==> src/rtl/wb_map_pkg.sv <==
package wb_map_pkg;

  // identification words
  localparam logic [31:0] board_id = 32'h424d_4331;
  localparam logic [31:0] rev_maj  = 32'h0000_0002;
  localparam logic [31:0] rev_min  = 32'h0000_0001;
  localparam logic [31:0] rev_rcs  = 32'h0000_1a2b;

  // word addresses, matched against wb_adr_i[6:2]
  localparam logic [4:0] reg_board_id   = 5'd0;
  localparam logic [4:0] reg_rev_maj    = 5'd1;
  localparam logic [4:0] reg_rev_min    = 5'd2;
  localparam logic [4:0] reg_rev_rcs    = 5'd3;
  localparam logic [4:0] reg_scratch0   = 5'd4;
  localparam logic [4:0] reg_scratch1   = 5'd5;
  localparam logic [4:0] reg_scratch2   = 5'd6;
  localparam logic [4:0] reg_scratch3   = 5'd7;
  localparam logic [4:0] reg_tx_data    = 5'd8;
  localparam logic [4:0] reg_status     = 5'd9;
  localparam logic [4:0] reg_sent_count = 5'd10;

  // status word layout
  localparam int stat_empty_bit = 0;
  localparam int stat_full_bit  = 1;
  localparam int stat_level_lsb = 8;

endpackage

==> src/rtl/stream_pkg.sv <==
package stream_pkg;

  // entries held by the transmit FIFO
  localparam int fifo_depth = 8;

  // fill level needs one bit more than the pointers to show a full FIFO
  localparam int level_w = $clog2(fifo_depth) + 1;

  // one transmit word with the byte select it was written with
  typedef struct packed {
    logic [31:0] data;
    logic [3:0]  sel;
  } stream_entry_t;

endpackage

==> src/rtl/word_fifo_if.sv <==
interface word_fifo_if;
  import stream_pkg::*;

  // write side
  logic                push;
  stream_entry_t       push_entry;

  // read side
  logic                pop;
  stream_entry_t       head_entry;

  // status
  logic                full;
  logic                empty;
  logic [level_w-1:0]  level;

  modport producer (
    output push,
    output push_entry,
    input  full,
    input  empty,
    input  level
  );

  modport buffer (
    input  push,
    input  push_entry,
    input  pop,
    output head_entry,
    output full,
    output empty,
    output level
  );

  modport consumer (
    output pop,
    input  empty,
    input  head_entry
  );

endinterface

==> src/rtl/sys_regs.sv <==
module sys_regs (
  input  logic        wb_clk_i,
  input  logic        wb_rst_i,
  input  logic        wb_cyc_i,
  input  logic        wb_stb_i,
  input  logic        wb_we_i,
  input  logic [3:0]  wb_sel_i,
  input  logic [31:0] wb_adr_i,
  input  logic [31:0] wb_dat_i,
  output logic [31:0] wb_dat_o,
  output logic        wb_ack_o,
  output logic        wb_err_o,
  output logic [31:0] debug_o,
  input  logic [31:0] sent_count_i,
  word_fifo_if.producer fifo
);
  import wb_map_pkg::*;
  import stream_pkg::*;

  logic [31:0] scratch [4];
  logic [4:0]  reg_addr;
  logic [1:0]  scratch_idx;
  logic        access;
  logic        wr_access;
  logic        scratch_sel;
  logic        tx_sel;
  logic        tx_reject;
  logic [31:0] status_word;

  assign reg_addr = wb_adr_i[6:2];

  // a new access only once the previous response has gone out,
  // so a slow stb drop never produces a second ack or push
  assign access    = wb_cyc_i & wb_stb_i & ~wb_ack_o & ~wb_err_o;
  assign wr_access = access & wb_we_i;

  assign scratch_sel = (reg_addr >= reg_scratch0) && (reg_addr <= reg_scratch3);
  assign scratch_idx = 2'(reg_addr - reg_scratch0);
  assign tx_sel      = (reg_addr == reg_tx_data);

  // transmit word is dropped when there is no room
  assign tx_reject = wr_access & tx_sel & fifo.full;

  assign fifo.push       = wr_access & tx_sel & ~fifo.full;
  assign fifo.push_entry = '{data: wb_dat_i, sel: wb_sel_i};

  // one-cycle response, err only for a rejected transmit word
  always_ff @(posedge wb_clk_i) begin
    if (wb_rst_i) begin
      wb_ack_o <= 1'b0;
      wb_err_o <= 1'b0;
    end else begin
      wb_ack_o <= access & ~tx_reject;
      wb_err_o <= tx_reject;
    end
  end

  // scratchpad with byte enables
  always_ff @(posedge wb_clk_i) begin
    if (wb_rst_i) begin
      for (int w = 0; w < 4; w++) begin
        scratch[w] <= '0;
      end
    end else if (wr_access && scratch_sel) begin
      for (int b = 0; b < 4; b++) begin
        if (wb_sel_i[b]) begin
          scratch[scratch_idx][8*b +: 8] <= wb_dat_i[8*b +: 8];
        end
      end
    end
  end

  assign debug_o = scratch[0];

  always_comb begin
    status_word = '0;
    status_word[stat_empty_bit] = fifo.empty;
    status_word[stat_full_bit] = fifo.full;
    status_word[stat_level_lsb +: level_w] = fifo.level;
  end

  // read mux, combinational from the address
  always_comb begin
    case (reg_addr)
      reg_board_id:   wb_dat_o = board_id;
      reg_rev_maj:    wb_dat_o = rev_maj;
      reg_rev_min:    wb_dat_o = rev_min;
      reg_rev_rcs:    wb_dat_o = rev_rcs;
      reg_scratch0:   wb_dat_o = scratch[0];
      reg_scratch1:   wb_dat_o = scratch[1];
      reg_scratch2:   wb_dat_o = scratch[2];
      reg_scratch3:   wb_dat_o = scratch[3];
      reg_status:     wb_dat_o = status_word;
      reg_sent_count: wb_dat_o = sent_count_i;
      // tx data is write only
      default:        wb_dat_o = 32'h0;
    endcase
  end

endmodule

==> src/rtl/word_fifo.sv <==
module word_fifo (
  input  logic wb_clk_i,
  input  logic wb_rst_i,
  word_fifo_if.buffer fifo
);
  import stream_pkg::*;

  stream_entry_t                     mem [fifo_depth];
  logic [$clog2(fifo_depth)-1:0]     wr_ptr;
  logic [$clog2(fifo_depth)-1:0]     rd_ptr;
  logic [level_w-1:0]                level;

  // storage, no reset
  always_ff @(posedge wb_clk_i) begin
    if (fifo.push) begin
      mem[wr_ptr] <= fifo.push_entry;
    end
  end

  // depth is a power of two, pointers wrap on their own
  always_ff @(posedge wb_clk_i) begin
    if (wb_rst_i) begin
      wr_ptr <= '0;
      rd_ptr <= '0;
    end else begin
      if (fifo.push) begin
        wr_ptr <= wr_ptr + 1'b1;
      end
      if (fifo.pop) begin
        rd_ptr <= rd_ptr + 1'b1;
      end
    end
  end

  always_ff @(posedge wb_clk_i) begin
    if (wb_rst_i) begin
      level <= '0;
    end else begin
      case ({fifo.push, fifo.pop})
        2'b10:   level <= level + 1'b1;
        2'b01:   level <= level - 1'b1;
        // push with pop keeps the level
        default: level <= level;
      endcase
    end
  end

  assign fifo.level      = level;
  assign fifo.empty      = (level == '0);
  assign fifo.full       = (level == level_w'(fifo_depth));

  // show-ahead head word
  assign fifo.head_entry = mem[rd_ptr];

endmodule

==> src/rtl/stream_drain.sv <==
module stream_drain (
  input  logic        wb_clk_i,
  input  logic        wb_rst_i,
  input  logic        out_hold_i,
  output logic        out_valid_o,
  output logic [31:0] out_data_o,
  output logic [31:0] sent_count_o,
  word_fifo_if.consumer fifo
);
  import stream_pkg::*;

  stream_entry_t head;
  logic [31:0]   masked;

  assign head = fifo.head_entry;

  // drain one word per cycle unless held
  assign fifo.pop = ~fifo.empty & ~out_hold_i;

  // unselected bytes go out as zero
  always_comb begin
    for (int b = 0; b < 4; b++) begin
      masked[8*b +: 8] = head.sel[b] ? head.data[8*b +: 8] : 8'h00;
    end
  end

  always_ff @(posedge wb_clk_i) begin
    if (wb_rst_i) begin
      out_valid_o  <= 1'b0;
      sent_count_o <= '0;
    end else begin
      out_valid_o <= fifo.pop;
      if (fifo.pop) begin
        sent_count_o <= sent_count_o + 1'b1;
      end
    end
  end

  always_ff @(posedge wb_clk_i) begin
    if (fifo.pop) begin
      out_data_o <= masked;
    end
  end

endmodule

==> src/rtl/sys_top.sv <==
module sys_top (
  input  logic        wb_clk_i,
  input  logic        wb_rst_i,
  input  logic        wb_cyc_i,
  input  logic        wb_stb_i,
  input  logic        wb_we_i,
  input  logic [3:0]  wb_sel_i,
  input  logic [31:0] wb_adr_i,
  input  logic [31:0] wb_dat_i,
  output logic [31:0] wb_dat_o,
  output logic        wb_ack_o,
  output logic        wb_err_o,
  output logic [31:0] debug_o,
  output logic        out_valid_o,
  output logic [31:0] out_data_o,
  input  logic        out_hold_i
);

  logic [31:0] sent_count;

  word_fifo_if fifo_bus ();

  // host side, pushes transmit words
  sys_regs u_regs (
    .wb_clk_i     (wb_clk_i),
    .wb_rst_i     (wb_rst_i),
    .wb_cyc_i     (wb_cyc_i),
    .wb_stb_i     (wb_stb_i),
    .wb_we_i      (wb_we_i),
    .wb_sel_i     (wb_sel_i),
    .wb_adr_i     (wb_adr_i),
    .wb_dat_i     (wb_dat_i),
    .wb_dat_o     (wb_dat_o),
    .wb_ack_o     (wb_ack_o),
    .wb_err_o     (wb_err_o),
    .debug_o      (debug_o),
    .sent_count_i (sent_count),
    .fifo         (fifo_bus.producer)
  );

  word_fifo u_fifo (
    .wb_clk_i (wb_clk_i),
    .wb_rst_i (wb_rst_i),
    .fifo     (fifo_bus.buffer)
  );

  stream_drain u_drain (
    .wb_clk_i     (wb_clk_i),
    .wb_rst_i     (wb_rst_i),
    .out_hold_i   (out_hold_i),
    .out_valid_o  (out_valid_o),
    .out_data_o   (out_data_o),
    .sent_count_o (sent_count),
    .fifo         (fifo_bus.consumer)
  );

endmodule

==> config.mk <==
export PLATFORM = sky130hd
export DESIGN_NAME = sys_top
export DESIGN_NICKNAME = d
export VERILOG_FILES = /design/src/rtl/wb_map_pkg.sv /design/src/rtl/stream_pkg.sv /design/src/rtl/word_fifo_if.sv /design/src/rtl/sys_regs.sv /design/src/rtl/word_fifo.sv /design/src/rtl/stream_drain.sv /design/src/rtl/sys_top.sv
export SDC_FILE = /design/constraint.sdc
export NUM_CORES = 1
export LEC_CHECK = 0
export ABC_AREA = 1
export BUFFER_PORTS_ARGS = -buffer_cell sky130_fd_sc_hd__buf_4
export CORE_ASPECT_RATIO = 0.75
export CORE_UTILIZATION = 31
export CTS_CLUSTER_SIZE = 14
export DETAILED_ROUTE_END_ITERATION = 10
export PLACE_DENSITY = 0.47
export SLEW_MARGIN = 20
export SYNTH_ARGS = -nofsm -noshare
export SYNTH_HDL_FRONTEND = slang
export SYNTH_HIERARCHICAL = 1
export SYNTH_SLANG_ARGS = --single-unit
==> constraint.sdc <==
create_clock -name wb_clk_i -period 7 [get_ports wb_clk_i]
set_clock_uncertainty 0.1 [all_clocks]
set_input_delay 0.35 -clock wb_clk_i [delete_from_list [all_inputs] [get_ports wb_clk_i]]
set_output_delay 0.35 -clock wb_clk_i [all_outputs]
set_load 0.02 [all_outputs]
; ---- Yosys cells after proc, flatten, opt, wreduce, memory -nomap -nowiden
; Memory sizes are Yosys's and may differ from the RTL's. A register that Yosys moved wholly into a read port is not among the register bits.
; Index checks and enable logic that the tools add are counted.
[classes]
n_addsub = 6
n_lt_le_gt_ge = 2
n_eq_ne = 13
mux = 27
bitwise = 15
reduce_logical = 6
[ops]
columns = op, n
row1 = $pmux W32 S10, 1
row2 = $add A32 B1 Y32 const B, 1
row3 = $mux W32, 1
row4 = $reduce_or A32 Y1, 1
row5 = $eq A5 B3 Y1 const B, 4
row6 = $mux W1, 20
row7 = $eq A5 B4 Y1 const B, 3
row8 = $eq A5 B2 Y1 const B, 2
row9 = $and A1 B1 Y1, 9
row10 = $pmux W4 S2, 1
row11 = $add A3 B1 Y3 const B, 2
row12 = $mux W3, 2
row13 = $not A1 Y1, 6
row14 = $eq A5 B1 Y1 const B, 1
row15 = $ge A5 B3 Y1 const B, 1
row16 = $le A5 B3 Y1 const B, 1
row17 = $logic_not A5 Y1, 1
row18 = $add A4 B1 Y4 const B, 1
row19 = $eq A4 B4 Y1 const B, 1
row20 = $logic_not A4 Y1, 1
row21 = $mux W4, 1
row22 = $sub A4 B1 Y4 const B, 1
row23 = $eq A2 B1 Y1 const B, 1
row24 = $eq A2 B2 Y1 const B, 1
row25 = 4 further kinds, 5
[totals]
regBits = 77
ram_bits = 416
out_inout_bits = 99
wordCells = 82
memories = 2
[memory_table]
columns = memory, words, word_bits, read_ports, rd_ports_with_merged_regs, write_ports, line_no
row1 = u_fifo.mem, 8, 36, 1, 1, 1, word_fifo.sv:8  ; stream_entry_t mem [fifo_depth];
row2 = u_regs.scratch, 4, 32, 4, 0, 4, sys_regs.sv:20  ; logic [31:0] scratch [4];

; ---- Depth between registers and ports, before layout
; Gate-level depths: netlist of the first run.
[depth]
depth_word = 10
depth_mapped = 16

; ---- By module
; Netlist of the first run, hierarchy kept.
[modules_own_cells]
columns = mod, n_inst, cells_per_inst, area_per_inst_um2, seq_area_each_um2
row1 = word_fifo, 1, 898, 11877.6, 8908.5
row2 = sys_regs, 1, 685, 6348.6, 3883.7
row3 = stream_drain, 1, 392, 3047.9, 1621.6

; ---- Least setup slack after synthesis of the first run
; Ideal clock, no wire load.
[synth_timing]
kind = flip-flop to flip-flop
start = register u_regs.wb_ack_o
end = memory u_fifo/mem[0][0] (netlist bit) (enable)
setup_time_ns = 0.429
arrival_time_ns = 3.021
required_ns = 6.471
slack_ns = 3.450
stages_incl_launch_ff = 8
path_buffers = 0
period_less_slack_ns = 3.550
cell_sequence = dfxtp_1 nor2_1 nand3_1 nand3b_1 nor2_1 inv_1 or2_2 nor2_1
[synth_via]
elab_chain_len = 8
[synth_lines]
columns = item, line_no
row1 = from (decl), sys_regs.sv:11  ; output logic wb_ack_o,
row2 = from (signal assigned), sys_regs.sv:53  ; wb_ack_o <= access & ~tx_reject;
row3 = $not A1 Y1, sys_regs.sv:34  ; assign access = wb_cyc_i & wb_stb_i & ~wb_ack_o & ~wb_err_o;
row4 = $and A1 B1 Y1 (2 in a row), sys_regs.sv:34
row5 = $and A1 B1 Y1, sys_regs.sv:35  ; assign wr_access = access & wb_we_i;
row6 = $and A1 B1 Y1 (2 in a row), sys_regs.sv:44  ; assign fifo.push = wr_access & tx_sel & ~fifo.full;
row7 = named net fifo_bus.push, word_fifo_if.sv:5  ; logic push;
row8 = $mux W1, word_fifo.sv:15  ; if (fifo.push) begin
row9 = $mux W1 (not written as such), word_fifo.sv:16  ; mem[wr_ptr] <= fifo.push_entry;
row10 = to (decl), word_fifo.sv:8
; The timed path passes the listed nets, and every way through them passes these cells.

; ---- Worst setup path in the final report of the first run
[layout_timing]
start = input port wb_stb_i
end = memory u_fifo/mem[0][18] (netlist bit) (enable)
[layout_via]
elab_chain_len = 8
[layout_lines]
columns = item, line_no
row1 = from (decl), sys_top.sv:5  ; input logic wb_stb_i,
row2 = $and A1 B1 Y1 (3 in a row), sys_regs.sv:34
row3 = $and A1 B1 Y1, sys_regs.sv:35
row4 = $and A1 B1 Y1 (2 in a row), sys_regs.sv:44
row5 = named net fifo_bus.push, word_fifo_if.sv:5
row6 = $mux W1, word_fifo.sv:15
row7 = $mux W1 (not written as such), word_fifo.sv:16
; The timed path passes the listed nets, and every way through them passes these cells.

==> reports/summary.json, run 1 <==
{
  "rsz0062_at_grt": "no",
  "initialDrtViolationCount": 1108,
  "cp_data_required_time_ns": 7.13,
  "post_route_cells_drive_above_1_share_pct": 13.7,
  "routedWlPerCell_um": 19.6,
  "post_synth_inst_count": 1975,
  "numCtsBuffers": 53,
  "most_frequent_cell_after_synthesis": "sky130_fd_sc_hd__edfxtp_1",
  "worstPathArrival_ns": 4.00,
  "run_status": "finished, final reports clean",
  "die_width_um": 304,
  "final_worst_path_period_share_pct": 55.2,
  "synth-compound-area-share_pct": 6.38,
  "gp_congestion": 0.848,
  "crit_type": "input pin to flop",
  "yosysSeqAreaShare_pct": 67.8,
  "synth.net_count": 2055,
  "cts_tree": "yes",
  "postRouteAntennaNets": 0,
  "synthToLayoutAreaGrowth_pct": 17.9,
  "clkSinkCount": 496,
  "worst-slew-pin-transition_ns": 0.945,
  "die_h_um": 229,
  "drv.max_cap_violation_count": 0,
  "placement.io_buffers": 145,
  "grt_first_pass_wirelength_um": 88500,
  "yosys.area_share.xor_xnor_pct": 0.247,
  "gr-total-overflow": 0,
  "drc": 0,
  "synth.area.top_cells": "sky130_fd_sc_hd__edfxtp_1, sky130_fd_sc_hd__nand2_1, sky130_fd_sc_hd__nor2_1",
  "finalNetCount": 2198,
  "num_antenna_cells": 0,
  "timing.critical_path.fanout_max": 24,
  "fin_tns_setup_ns": 0,
  "timing_hold_violations_final": 0,
  "vias_per_cell": 4.76,
  "synth_fa_ha_area_share_pct": 0.353,
  "first_global_vias": 14100,
  "drv_slew": 0,
  "boundaryPins": 173,
  "synth.avg_cell_area_um2": 10.8,
  "netSwitchingPower_mw": 2.37,
  "share_seq_of_total_power_pct": 44.9,
  "largest_family_of_logic_cells_by_synthesized_area": "simple AND/OR/NAND/NOR gates",
  "yosys-mux-area-fraction_pct": 1.69,
  "synth_warnings": 6,
  "leakage_nw": 9.59,
  "post-synth-top-area-cell": "sky130_fd_sc_hd__edfxtp_1",
  "cts-root-to-sink-buffers": 3,
  "register_area_um2": 14400,
  "cts_htree_levels": 2,
  "timing.rr.end": "u_fifo/mem[0][18]",
  "synth_simple_gate_area_share_pct": 17.6,
  "setup_violators_final": 0,
  "design.core.area_um2": 67300,
  "ir_drop_v": 0.000188,
  "fmax_mhz": 259,
  "clock_insertion_delay_worst_skew_ns": 0.62,
  "syn-cell-area_um2": 21300,
  "power.density_cell_area_nw_per_um2": 317,
  "setup.worst_path.end": "u_fifo/mem[0][18]",
  "worstRegToRegCells": 8,
  "ys_types": 41,
  "num_rows": 82,
  "fin_cells": 3044,
  "floorplan.initialDensity_pct": 31.6,
  "routed_wl_um": 59500,
  "clk_root_buffer_cell": "sky130_fd_sc_hd__clkbuf_16",
  "crit_start": "wb_stb_i",
  "final.min_clock_period_ns": 3.87,
  "area_enclosed_by_the_die_boundary_um2": 69700,
  "p_sw_share_pct": 29.8,
  "number_of_antenna_violations_at_the_first_check_in_global_routing": 0,
  "count_of_flip_flops_with_a_built_in_enable_after_synthesis": 448,
  "max_slew_margin_pct": 36.9,
  "grt_max_degree": 109,
  "reg2reg_from": "u_regs/wb_ack_o",
  "worstHoldPathType": "input pin to flop",
  "timing.critical_path.to_type": "flop",
  "power.total_mw": 7.95,
  "ff2ff_setup_slack_ns": 3.69,
  "multi_input_area_um2": 5660,
  "hpwl_um": 36700,
  "most_instantiated_flip_flop_cell_in_the_synthesis_netlist": "sky130_fd_sc_hd__edfxtp_1",
  "synth_async_sr_flop_share_pct": 0,
  "timing.critical_path.from_type": "input pin",
  "hold_slack_ns": 0.0535,
  "synth.ff_latch_count": 496,
  "count_of_placed_standard_cells_including_taps": 2907,
  "synth_largest_type_area_fraction_pct": 63.2,
  "fillCellCount": 6607,
  "combPwrFrac_pct": 19.5,
  "cts.clk_slew.worst_paths_ns": 0.06,
  "clkPwrFrac_pct": 35.6,
  "yosys-top-cells-count": "sky130_fd_sc_hd__edfxtp_1, sky130_fd_sc_hd__nand2_1, sky130_fd_sc_hd__nor2_1",
  "grt_util_all_layers_pct": 16.8,
  "route.vias.total": 14500,
  "p_int_mw": 5.58,
  "dr.pass1.iters": 5
}
area by class of cell:
class | count | share of cell area, %
Multi-Input combinational cell | 1220 | 22.6
Sequential cell | 496 | 57.5
Tap cell | 882 | 4.40
Clock buffer | 68 | 5.51
Timing Repair Buffer | 203 | 6.45
Clock inverter | 31 | 1.40
Inverter | 144 | 2.17
registers in the layout (all words and copies together), names as in the netlist, named ones only:
| signal | flops |
|---|---|
| u_fifo/mem | 288 |
| u_fifo/rd_ptr | 3 |
| u_drain/out_data_o | 32 |
| u_regs/scratch | 128 |
| u_drain/sent_count_o | 32 |
| u_fifo/fifo.level | 4 |
| u_regs/wb_err_o | 1 |
| u_drain/out_valid_o | 1 |
| u_regs/wb_ack_o | 1 |
| u_fifo/wr_ptr | 3 |
per-layer routing:
metal	wire length (um)	GRT usage [%]	up-vias
met4	1060	4.28	0
met1	28800	24.2	7166
met2	26900	26.2	312
met3	2760	2.81	69
li1	-	-	6946
met5	0	0	-
what timing repair did:
item                       4_1_cts  5_1_grt
setup endpoints to repair        0        0
hold endpoints to repair       289        0
gates resized for setup          0        0
hold buffers                    38        0
buffers inserted                 0        0
worst min-delay path by stage:
stage,from,endpoint,slack [ns],cells after the start
floorplan,wb_rst_i,u_regs/wb_err_o,0.33,1
global placement,u_fifo/rd_ptr[1],flop,0.37,2
detailed placement,u_fifo/rd_ptr[1],flop,0.38,2
CTS,wb_rst_i,u_drain/sent_count_o[14],0.02,2
global route,out_hold_i,u_drain/out_valid_o,0.05,4
finish,out_hold_i,u_drain/out_valid_o,0.05,4
cells by family after synthesis:
kind of cell               Yosys count
AOI/OAI and AO/OA                  256
xor gates and xnor gates             6
adders and majority gates            6
buffers and inverters              259
DFF                                496
muxes                               36
and+or+nand+nor                    916
power by group through the flow:
stage / clock, mW / sequential [mW] / combinational [mW]
after floorplan: 0 / 3.62 / 1.11
after global placement: 0 / 3.64 / 1.54
after detailed placement: 0 / 3.64 / 1.56
after CTS: 2.90 / 3.58 / 1.58
after global routing: 3.00 / 3.60 / 1.74
final: 2.83 / 3.57 / 1.55
worst max-delay path: stages:
cell,delay (ns)
sky130_fd_sc_hd__dlygate4sd3_1,0.52
sky130_fd_sc_hd__buf_4,0.10
sky130_fd_sc_hd__nand2_1,0.03
sky130_fd_sc_hd__dlygate4sd3_1,0.55
sky130_fd_sc_hd__inv_1,0.09
sky130_fd_sc_hd__nand3_1,0.14
sky130_fd_sc_hd__nand3b_1,0.30
sky130_fd_sc_hd__nor2_1,0.32
sky130_fd_sc_hd__inv_1,0.18
sky130_fd_sc_hd__or2_2,0.42
sky130_fd_sc_hd__nor2_4,0.45
sky130_fd_sc_hd__buf_4,0.53
placed cells by master (no fill, tap or decap), types with 12 or more instances in the layout:
cell	n
sky130_fd_sc_hd__edfxtp_1	448
sky130_fd_sc_hd__nand2_1	427
sky130_fd_sc_hd__nor2_1	363
sky130_fd_sc_hd__buf_4	165
sky130_fd_sc_hd__inv_1	137
sky130_fd_sc_hd__o21ai_0	124
sky130_fd_sc_hd__nand3_1	57
sky130_fd_sc_hd__a21oi_1	54
sky130_fd_sc_hd__clkbuf_16	53
sky130_fd_sc_hd__dfxtp_1	46
sky130_fd_sc_hd__dlygate4sd3_1	38
sky130_fd_sc_hd__o22ai_1	37
sky130_fd_sc_hd__mux2i_1	36
sky130_fd_sc_hd__o21ai_1	33
sky130_fd_sc_hd__nor2_4	16
sky130_fd_sc_hd__clkbuf_1	15
sky130_fd_sc_hd__nor2_2	12
metrics by stage:
stage	area (um^2)	util, %	worst slack (ns)
after CTS	25100	37.3	3.19
after global routing	25100	37.3	2.99
after detailed placement	23000	34.1	3.42
after floorplan	21300	-	3.45
final	25100	37.3	3.13
after global placement	23000	34.1	3.48
No activity file was read; power rests on OpenSTA's default activity.
==> run 2, diff against run 1 <==
--- a/config.mk
+++ b/config.mk
@@ -11,7 +11,7 @@
 export CORE_UTILIZATION = 31
 export CTS_CLUSTER_SIZE = 14
 export DETAILED_ROUTE_END_ITERATION = 10
-export PLACE_DENSITY = 0.47
+export PLACE_DENSITY = 0.48
 export SLEW_MARGIN = 20
 export SYNTH_ARGS = -nofsm -noshare
 export SYNTH_HDL_FRONTEND = slang
==> constraint.sdc (replaced) <==
create_clock -name wb_clk_i -period 3.55 [get_ports wb_clk_i]
set_clock_uncertainty 0.1 [all_clocks]
set_input_delay 0.1775 -clock wb_clk_i [delete_from_list [all_inputs] [get_ports wb_clk_i]]
set_output_delay 0.1775 -clock wb_clk_i [all_outputs]
set_load 0.02 [all_outputs]
==> reports/summary.json, run 2 (synthesis results as in run 1) <==
{
  "grt_first_pass_wirelength": {"value": 87500, "unit": "um", "change": "-1.2%"},
  "cts-root-to-sink-buffers": {"value": 3, "change": "unchanged"},
  "leakage": {"value": 9.62, "unit": "nW", "change": "+0.32%"},
  "whs_path_cells": {"value": 5, "change": "+1"},
  "drv.max_cap_violation_count": {"value": 0, "change": "unchanged"},
  "synthToLayoutAreaGrowth_pct": 18.4,
  "worstRegToRegCells": {"value": 8, "change": "unchanged"},
  "holdPathEnd": "u_regs/wb_err_o",
  "numCtsBuffers": {"value": 53, "change": "unchanged"},
  "final_worst_path_period_share_pct": 86.6,
  "postRouteAntennaNets": {"value": 0, "change": "unchanged"},
  "timing.critical_path.from_type": "input pin",
  "clkSinkCount": {"value": 496, "change": "unchanged"},
  "post-cts-setup-buffers": {"value": 0, "change": "unchanged"},
  "cts_repair_resize_count": {"value": 0, "change": "unchanged"},
  "layout.core_utilization": {"value": 37.4, "unit": "%", "change": "+0.16 points"},
  "run_status": "finished, final reports clean",
  "boundaryPins": {"value": 173, "change": "unchanged"},
  "drv_slew": {"value": 0, "change": "unchanged"},
  "cp_data_required_time": {"value": 3.73, "unit": "ns", "change": "-3.40 ns"},
  "routed_wl": {"value": 58200, "unit": "um", "change": "-2.3%"},
  "die_h": {"value": 229, "unit": "um", "change": "unchanged"},
  "grt_max_degree": {"value": 145, "change": "+33%"},
  "cts.clk_slew.worst_paths": {"value": 0.06, "unit": "ns", "change": "about the same"},
  "gp_congestion": {"value": 0.839, "change": "-1.0%"},
  "cts_tree": "yes",
  "drc": {"value": 0, "change": "unchanged"},
  "largest_registers": "u_fifo/mem x288, u_regs/scratch x128",
  "count_of_placed_standard_cells_including_taps": {"value": 2918, "change": "+0.38%"},
  "worstPathArrival": {"value": 3.25, "unit": "ns", "change": "-0.75 ns"},
  "layout.cells.most_common": "sky130_fd_sc_hd__edfxtp_1",
  "worstHoldPathType": "input pin to flop",
  "timing.hold.worst.start": "wb_adr_i[5]",
  "finalNetCount": {"value": 2214, "change": "+0.73%"},
  "power.total": {"value": 15.3, "unit": "mW", "change": "+92%"},
  "largest_register": "u_fifo/mem",
  "gr-total-overflow": {"value": 0, "change": "unchanged"},
  "timing.rr.end": "u_fifo/mem[0][33]",
  "fmax_mhz": 325,
  "design.core.area": {"value": 67300, "unit": "um^2", "change": "unchanged"},
  "most_used_cells_in_the_layout_excluding_fill_and_tap_cells": "sky130_fd_sc_hd__edfxtp_1, sky130_fd_sc_hd__nand2_1, sky130_fd_sc_hd__nor2_1",
  "clock_insertion_delay_worst_skew": {"value": 0.61, "unit": "ns", "change": "about the same"},
  "timing.critical_path.to_type": "flop",
  "first_global_vias": {"value": 14100, "change": "+0.21%"},
  "postPlaceCellArea": {"value": 23200, "unit": "um^2", "change": "+0.85%"},
  "number_of_antenna_violations_at_the_first_check_in_global_routing": {"value": 1, "change": "+1"},
  "timing_hold_violations_final": {"value": 0, "change": "unchanged"},
  "final.min_clock_period_ns": 3.08,
  "rsz0062_at_grt": "no",
  "fin_cells": {"value": 3058, "change": "+0.46%"},
  "reg2reg_from": "u_regs/wb_ack_o",
  "final_area": {"value": 25200, "unit": "um^2", "change": "+0.43%"},
  "crit_start": "wb_stb_i",
  "fin_tns_setup": {"value": 0, "unit": "ns", "change": "unchanged"},
  "num_rows": {"value": 82, "change": "unchanged"},
  "timing.critical_path.fanout_max": {"value": 36, "change": "+50%"},
  "hpwl": {"value": 36900, "unit": "um", "change": "+0.62%"},
  "initialDrtViolationCount": {"value": 1136, "change": "+2.5%"},
  "route.vias.total": {"value": 14400, "change": "-0.70%"},
  "max_reg_flops": {"value": 288, "change": "unchanged"},
  "floorplan.initialDensity": {"value": 31.6, "unit": "%", "change": "unchanged"},
  "vias_per_cell": {"value": 4.71, "change": "-1.2%"},
  "crit_type": "input pin to flop",
  "die_width": {"value": 304, "unit": "um", "change": "unchanged"},
  "clk_root_buffer_cell": "sky130_fd_sc_hd__clkbuf_16",
  "grt_util_all_layers": {"value": 16.6, "unit": "%", "change": "-0.26 points"},
  "num_antenna_cells": {"value": 0, "change": "unchanged"},
  "ir_drop": {"value": 0.000380, "unit": "V", "change": "+100%"},
  "area_enclosed_by_the_die_boundary": {"value": 69700, "unit": "um^2", "change": "unchanged"},
  "dr.pass1.iters": {"value": 5, "change": "unchanged"},
  "routedWlPerCell": {"value": 19.0, "unit": "um", "change": "-2.7%"},
  "ff2ff_setup_slack": {"value": 0.86, "unit": "ns", "change": "-2.83 ns"},
  "power.density_cell_area": {"value": 607, "unit": "nW/um^2", "change": "+91%"},
  "cts_htree_levels": {"value": 2, "change": "unchanged"},
  "worst-slew-pin-transition": {"value": 0.847, "unit": "ns", "change": "-0.0975 ns"},
  "setup_violators_final": {"value": 0, "change": "unchanged"},
  "post_route_cells_drive_above_1_share": {"value": 13.7, "unit": "%", "change": "about the same"},
  "placement.io_buffers": {"value": 145, "change": "unchanged"},
  "max_slew_margin": {"value": 43.5, "unit": "%", "change": "+6.6 points"}
}
## run 2: cell types whose count changed in the layout (fill, tap and decap cells not counted)
| cell | change |
|---|---|
| sky130_fd_sc_hd__clkbuf_8 | +1 |
| sky130_fd_sc_hd__clkinv_1 | +7 |
| sky130_fd_sc_hd__bufinv_16 | -5 |
| sky130_fd_sc_hd__clkinvlp_4 | -1 |
| sky130_fd_sc_hd__buf_12 | +9 |
| sky130_fd_sc_hd__clkinv_2 | -3 |
| sky130_fd_sc_hd__dlygate4sd3_1 | +5 |
| sky130_fd_sc_hd__buf_4 | +2 |
| sky130_fd_sc_hd__inv_2 | -1 |
## run 2: how the worst max path moves through the flow
stage                                       to  slack [ns]  depth (start not counted)
after floorplan               u_fifo/mem[0][0]    -0.00006                          7
after global placement    u_fifo/fifo.level[2]        0.94                         13
after detailed placement      u_fifo/mem[0][4]        0.90                          8
after CTS                    u_fifo/mem[0][33]        0.54                         12
after global routing      u_fifo/fifo.level[2]        0.23                         18
final                        u_fifo/mem[0][33]        0.47                         12
## run 2: timing repair
| action | 4_1_cts | 5_1_grt |
|---|---|---|
| endpoints found under the hold margin | 425 | 0 |
| hold buffers | 43 | 0 |
| setup endpoints to repair | 0 | 0 |
## run 2: critical path, cell delays in order
cell                            delay (ns)
sky130_fd_sc_hd__dlygate4sd3_1        0.53
sky130_fd_sc_hd__buf_4                0.10
sky130_fd_sc_hd__nand2_1              0.04
sky130_fd_sc_hd__dlygate4sd3_1        0.54
sky130_fd_sc_hd__inv_1                0.07
sky130_fd_sc_hd__nand3_1              0.14
sky130_fd_sc_hd__nand3b_1             0.33
sky130_fd_sc_hd__nor2_1               0.30
sky130_fd_sc_hd__inv_1                0.16
sky130_fd_sc_hd__or2_2                0.42
sky130_fd_sc_hd__nor2_4               0.13
sky130_fd_sc_hd__buf_12               0.27
## run 2: final cells by class
type	count	area, um^2
clock buffer	69	1400
clock inverter	28	201
fill	6672	42100
inverter	144	546
multi-input combinational	1220	5660
sequential	496	14400
tap	882	1100
timing repair buffer	219	1860
## run 2: per-layer routing
layer / global-route usage [%] / share of wire [%] / vias up / routed length [um]
met5: 0 / 0 / - / 0
met4: 4.09 / 1.7 / 0 / 970
met3: 2.51 / 5.6 / 55 / 3270
met2: 25.7 / 45 / 372 / 26300
met1: 24.2 / 48 / 7000 / 27700
li1: - / - / 6964 / -
## run 2: where the power goes
group          switching, mW  total (mW)  leakage, nW  internal (mW)
logic                   2.11        3.17         4.22           1.06
clock network           2.28        5.18        0.780           2.91
registers              0.209        6.93         4.62           6.72
## run 2: metrics by stage
| step | hold slack (ns) | setup slack [ns] |
|---|---|---|
| 2_1_floorplan | 0.154 | -0.0000646 |
| 3_3_place_gp | 0.325 | 0.937 |
| 3_5_place_dp | 0.326 | 0.902 |
| 4_1_cts | 0.0357 | 0.543 |
| 5_1_grt | 0.0912 | 0.235 |
| 6_report | 0.0767 | 0.474 |
==> run 3, diff against run 2 <==
--- a/config.mk
+++ b/config.mk
@@ -5,13 +5,12 @@
 export SDC_FILE = /design/constraint.sdc
 export NUM_CORES = 1
 export LEC_CHECK = 0
-export ABC_AREA = 1
 export BUFFER_PORTS_ARGS = -buffer_cell sky130_fd_sc_hd__buf_4
 export CORE_ASPECT_RATIO = 0.75
 export CORE_UTILIZATION = 31
 export CTS_CLUSTER_SIZE = 14
 export DETAILED_ROUTE_END_ITERATION = 10
-export PLACE_DENSITY = 0.48
+export PLACE_DENSITY = 0.49
 export SLEW_MARGIN = 20
 export SYNTH_ARGS = -nofsm -noshare
 export SYNTH_HDL_FRONTEND = slang
==> reports/summary.json, run 3 <==
{
  "grt_first_pass_wirelength": {"value": 77200, "unit": "um", "change": "-12%"},
  "run_status": "finished, final reports clean",
  "syn-cell-area": {"value": 21000, "unit": "um^2", "change": "-1.3%"},
  "fmax": {"value": 315, "unit": "MHz", "change": "-3.1%"},
  "hpwl": {"value": 33900, "unit": "um", "change": "-8.0%"},
  "most_instantiated_flip_flop_cell_in_the_synthesis_netlist": "sky130_fd_sc_hd__edfxtp_1",
  "gp_congestion": {"value": 0.863, "change": "+2.8%"},
  "cts.clk_slew.worst_paths": {"value": 0.06, "unit": "ns", "change": "about the same"},
  "numCtsBuffers": {"value": 49, "change": "-7.5%"},
  "dr.pass1.iters": {"value": 5, "change": "unchanged"},
  "first_global_vias": {"value": 11900, "change": "-16%"},
  "routed_wl": {"value": 52900, "unit": "um", "change": "-9.0%"},
  "timing.critical_path.to_type": "flop",
  "timing.critical_path.fanout_max": {"value": 8, "change": "-78%"},
  "grt_util_all_layers": {"value": 15.3, "unit": "%", "change": "-1.3 points"},
  "synth.avg_cell_area": {"value": 16.3, "unit": "um^2", "change": "+52%"},
  "clk_root_buffer_cell": "sky130_fd_sc_hd__clkbuf_16",
  "finalNetCount": {"value": 1537, "change": "-31%"},
  "floorplan.initialDensity": {"value": 31.4, "unit": "%", "change": "-0.23 points"},
  "cts-hold-fix-buffers": {"value": 42, "change": "-2.3%"},
  "cts_repair_resize_count": {"value": 0, "change": "unchanged"},
  "timing.critical_path.from_type": "flop",
  "synthToLayoutAreaGrowth_pct": 19.2,
  "placement.io_buffers": {"value": 145, "change": "unchanged"},
  "cts_htree_levels": {"value": 2, "change": "unchanged"},
  "synth.ff_latch_count": {"value": 496, "change": "unchanged"},
  "synth_warnings": {"value": 6, "change": "unchanged"},
  "routedWlPerCell": {"value": 22.3, "unit": "um", "change": "+17%"},
  "drv_slew": {"value": 0, "change": "unchanged"},
  "count_of_flip_flops_with_a_built_in_enable_after_synthesis": {"value": 448, "change": "unchanged"},
  "timing.hold.worst.start": "wb_adr_i[3]",
  "area_enclosed_by_the_die_boundary": {"value": 68800, "unit": "um^2", "change": "-1.3%"},
  "most_used_cells_in_the_layout_excluding_fill_and_tap_cells": "sky130_fd_sc_hd__edfxtp_1, sky130_fd_sc_hd__buf_4, sky130_fd_sc_hd__nor2_1",
  "power.total": {"value": 12.0, "unit": "mW", "change": "-22%"},
  "ys_types": {"value": 64, "change": "+56%"},
  "num_rows": {"value": 82, "change": "unchanged"},
  "largest_registers": "u_fifo/mem x288, u_regs/scratch x128",
  "synth.area.top_cells": "sky130_fd_sc_hd__edfxtp_1, sky130_fd_sc_hd__mux4_1, sky130_fd_sc_hd__dfxtp_1",
  "drc": {"value": 0, "change": "unchanged"},
  "post_route_cells_drive_above_1_share": {"value": 23.1, "unit": "%", "change": "+9.3 points"},
  "design.core.area": {"value": 66900, "unit": "um^2", "change": "-0.61%"},
  "timing_hold_violations_final": {"value": 0, "change": "unchanged"},
  "fin_cells": {"value": 2379, "change": "-22%"},
  "whs_path_cells": {"value": 6, "change": "+1"},
  "final_area": {"value": 25000, "unit": "um^2", "change": "-0.68%"},
  "post-synth-top-area-cell": "sky130_fd_sc_hd__edfxtp_1",
  "route.vias.total": {"value": 11700, "change": "-19%"},
  "crit_type": "flop to flop",
  "leakage": {"value": 8.37, "unit": "nW", "change": "-13%"},
  "yosysSeqAreaShare": {"value": 68.7, "unit": "%", "change": "+0.91 points"},
  "rsz0062_at_grt": "no",
  "worstHoldPathType": "input pin to flop",
  "gr-total-overflow": {"value": 0, "change": "unchanged"},
  "worst-slew-pin-transition": {"value": 0.885, "unit": "ns", "change": "+0.0382 ns"},
  "most_frequent_cell_after_synthesis": "sky130_fd_sc_hd__edfxtp_1",
  "timing.rr.end": "u_fifo/fifo.level[3]",
  "final.min_clock_period": {"value": 3.17, "unit": "ns", "change": "+0.0982 ns"},
  "clkSinkCount": {"value": 496, "change": "unchanged"},
  "number_of_antenna_violations_at_the_first_check_in_global_routing": {"value": 2, "change": "+1"},
  "clock_insertion_delay_worst_skew": {"value": 0.59, "unit": "ns", "change": "-0.02 ns"},
  "fin_tns_setup": {"value": 0, "unit": "ns", "change": "unchanged"},
  "cp_data_required_time": {"value": 3.91, "unit": "ns", "change": "+0.18 ns"},
  "die_width": {"value": 302, "unit": "um", "change": "-0.66%"},
  "cts_tree": "yes",
  "initialDrtViolationCount": {"value": 808, "change": "-29%"},
  "boundaryPins": {"value": 173, "change": "unchanged"},
  "layout.cells.most_common": "sky130_fd_sc_hd__edfxtp_1",
  "holdPathEnd": "u_regs/wb_ack_o",
  "cts-root-to-sink-buffers": {"value": 3, "change": "unchanged"},
  "count_of_placed_standard_cells_including_taps": {"value": 2246, "change": "-23%"},
  "ir_drop": {"value": 0.000267, "unit": "V", "change": "-30%"},
  "final_worst_path_period_share": {"value": 89.4, "unit": "%", "change": "+2.8 points"},
  "setup_violators_final": {"value": 0, "change": "unchanged"},
  "reg2reg_from": "u_fifo/fifo.level[1]",
  "postRouteAntennaNets": {"value": 0, "change": "unchanged"},
  "synth_largest_type_area_fraction": {"value": 64.1, "unit": "%", "change": "+0.85 points"},
  "synth_async_sr_flop_share": {"value": 0, "unit": "%", "change": "unchanged"},
  "worstPathArrival": {"value": 3.54, "unit": "ns", "change": "+0.29 ns"},
  "largest_register": "u_fifo/mem",
  "layout.core_utilization": {"value": 37.4, "unit": "%", "change": "about the same"},
  "postPlaceCellArea": {"value": 23100, "unit": "um^2", "change": "-0.47%"},
  "max_reg_flops": {"value": 288, "change": "unchanged"},
  "max_slew_margin": {"value": 40.1, "unit": "%", "change": "-3.4 points"},
  "synth.net_count": {"value": 1365, "change": "-34%"},
  "post_synth_inst_count": {"value": 1285, "change": "-35%"},
  "drv.max_cap_violation_count": {"value": 0, "change": "unchanged"},
  "yosys-top-cells-count": "sky130_fd_sc_hd__edfxtp_1, sky130_fd_sc_hd__nor2_1, sky130_fd_sc_hd__mux4_1",
  "worstRegToRegCells": {"value": 9, "change": "+1"},
  "vias_per_cell": {"value": 4.93, "change": "+4.7%"},
  "ff2ff_setup_slack": {"value": 0.38, "unit": "ns", "change": "-0.48 ns"},
  "grt_max_degree": {"value": 50, "change": "-66%"},
  "post-cts-setup-buffers": {"value": 0, "change": "unchanged"},
  "die_h": {"value": 227, "unit": "um", "change": "-0.66%"},
  "power.density_cell_area": {"value": 479, "unit": "nW/um^2", "change": "-21%"}
}
[run 3: cell count changes after synthesis, moves of 66 or more]
cell | previous run | this run
sky130_fd_sc_hd__nand2_1 | 427 | 67
sky130_fd_sc_hd__o21ai_0 | 124 | 21
sky130_fd_sc_hd__and2_1 | 0 | 66
sky130_fd_sc_hd__inv_1 | 137 | 8
sky130_fd_sc_hd__nor2_1 | 371 | 136
sky130_fd_sc_hd__mux4_1 | 0 | 72
[run 3: layout make-up]
class                           count  area, um^2
Inverter                            8        30.0
Multi-Input combinational cell    675        5980
Antenna cell                        2        5.00
Clock buffer                       58        1280
Sequential cell                   496       14400
Clock inverter                     31         259
Timing Repair Buffer              227        1950
Tap cell                          882        1100
Fill cell                        6334       41900
[run 3: worst max-delay path: stages, from the launching register on]
cell                      delay (ns)
sky130_fd_sc_hd__dfxtp_1        0.39
sky130_fd_sc_hd__nor4b_1        0.82
sky130_fd_sc_hd__nor4_1         0.15
sky130_fd_sc_hd__buf_4          0.22
sky130_fd_sc_hd__inv_1          0.08
sky130_fd_sc_hd__ha_1           0.26
sky130_fd_sc_hd__nand2_1        0.07
sky130_fd_sc_hd__mux2_2         0.27
sky130_fd_sc_hd__o41ai_1        0.31
sky130_fd_sc_hd__mux2_2         0.38
[run 3: worst max path at each step]
stage	from	end	slack, ns	cells past startpoint
3_5_place_dp	u_fifo/fifo.level[1]	u_fifo/fifo.level[3]	0.42	9
4_1_cts	u_fifo/fifo.level[1]	u_fifo/fifo.level[3]	0.37	9
5_1_grt	u_fifo/fifo.level[1]	u_fifo/fifo.level[3]	0.09	9
6_report	u_fifo/fifo.level[1]	u_fifo/fifo.level[3]	0.38	9
2_1_floorplan	wb_adr_i[6]	u_fifo/mem[7][0]	-0.32	6
3_3_place_gp	u_fifo/fifo.level[1]	u_fifo/fifo.level[3]	0.46	9
[run 3: kinds of logic (layout without fill, tap and decap cells)]
group	after synthesis	count (layout)	synth area share, %
flip-flops	496	496	68.7
other	0	2	0
AND/OR/NAND/NOR	384	384	9.48
AO/OA/AOI/OAI	124	124	4.05
multiplexers	143	143	13.5
XOR/XNOR	18	18	0.751
adder cells (fa/ha/maj)	6	6	0.358
buffers and inverters	114	324	3.22
[run 3: routing by layer]
layer  up-vias  global-route usage [%]  share of wire, %
met5         -                       0             0.025
met4         2                    3.49               1.7
met3        62                    2.55               4.1
met2       227                    24.8                47
met1      6087                    21.4                47
li1       5343                       -                 -
[run 3: report_power, final]
part	switching (mW)	internal, mW
sequential	0.0278	6.41
combinational	0.296	0.177
clock	2.21	2.87
[run 3: per-stage QoR]
step	hold slack (ns)	setup slack, ns
after global placement	0.343	0.465
final	0.114	0.376
after floorplan	0.157	-0.319
after CTS	0.0901	0.369
after detailed placement	0.340	0.424
after global routing	0.138	0.0864
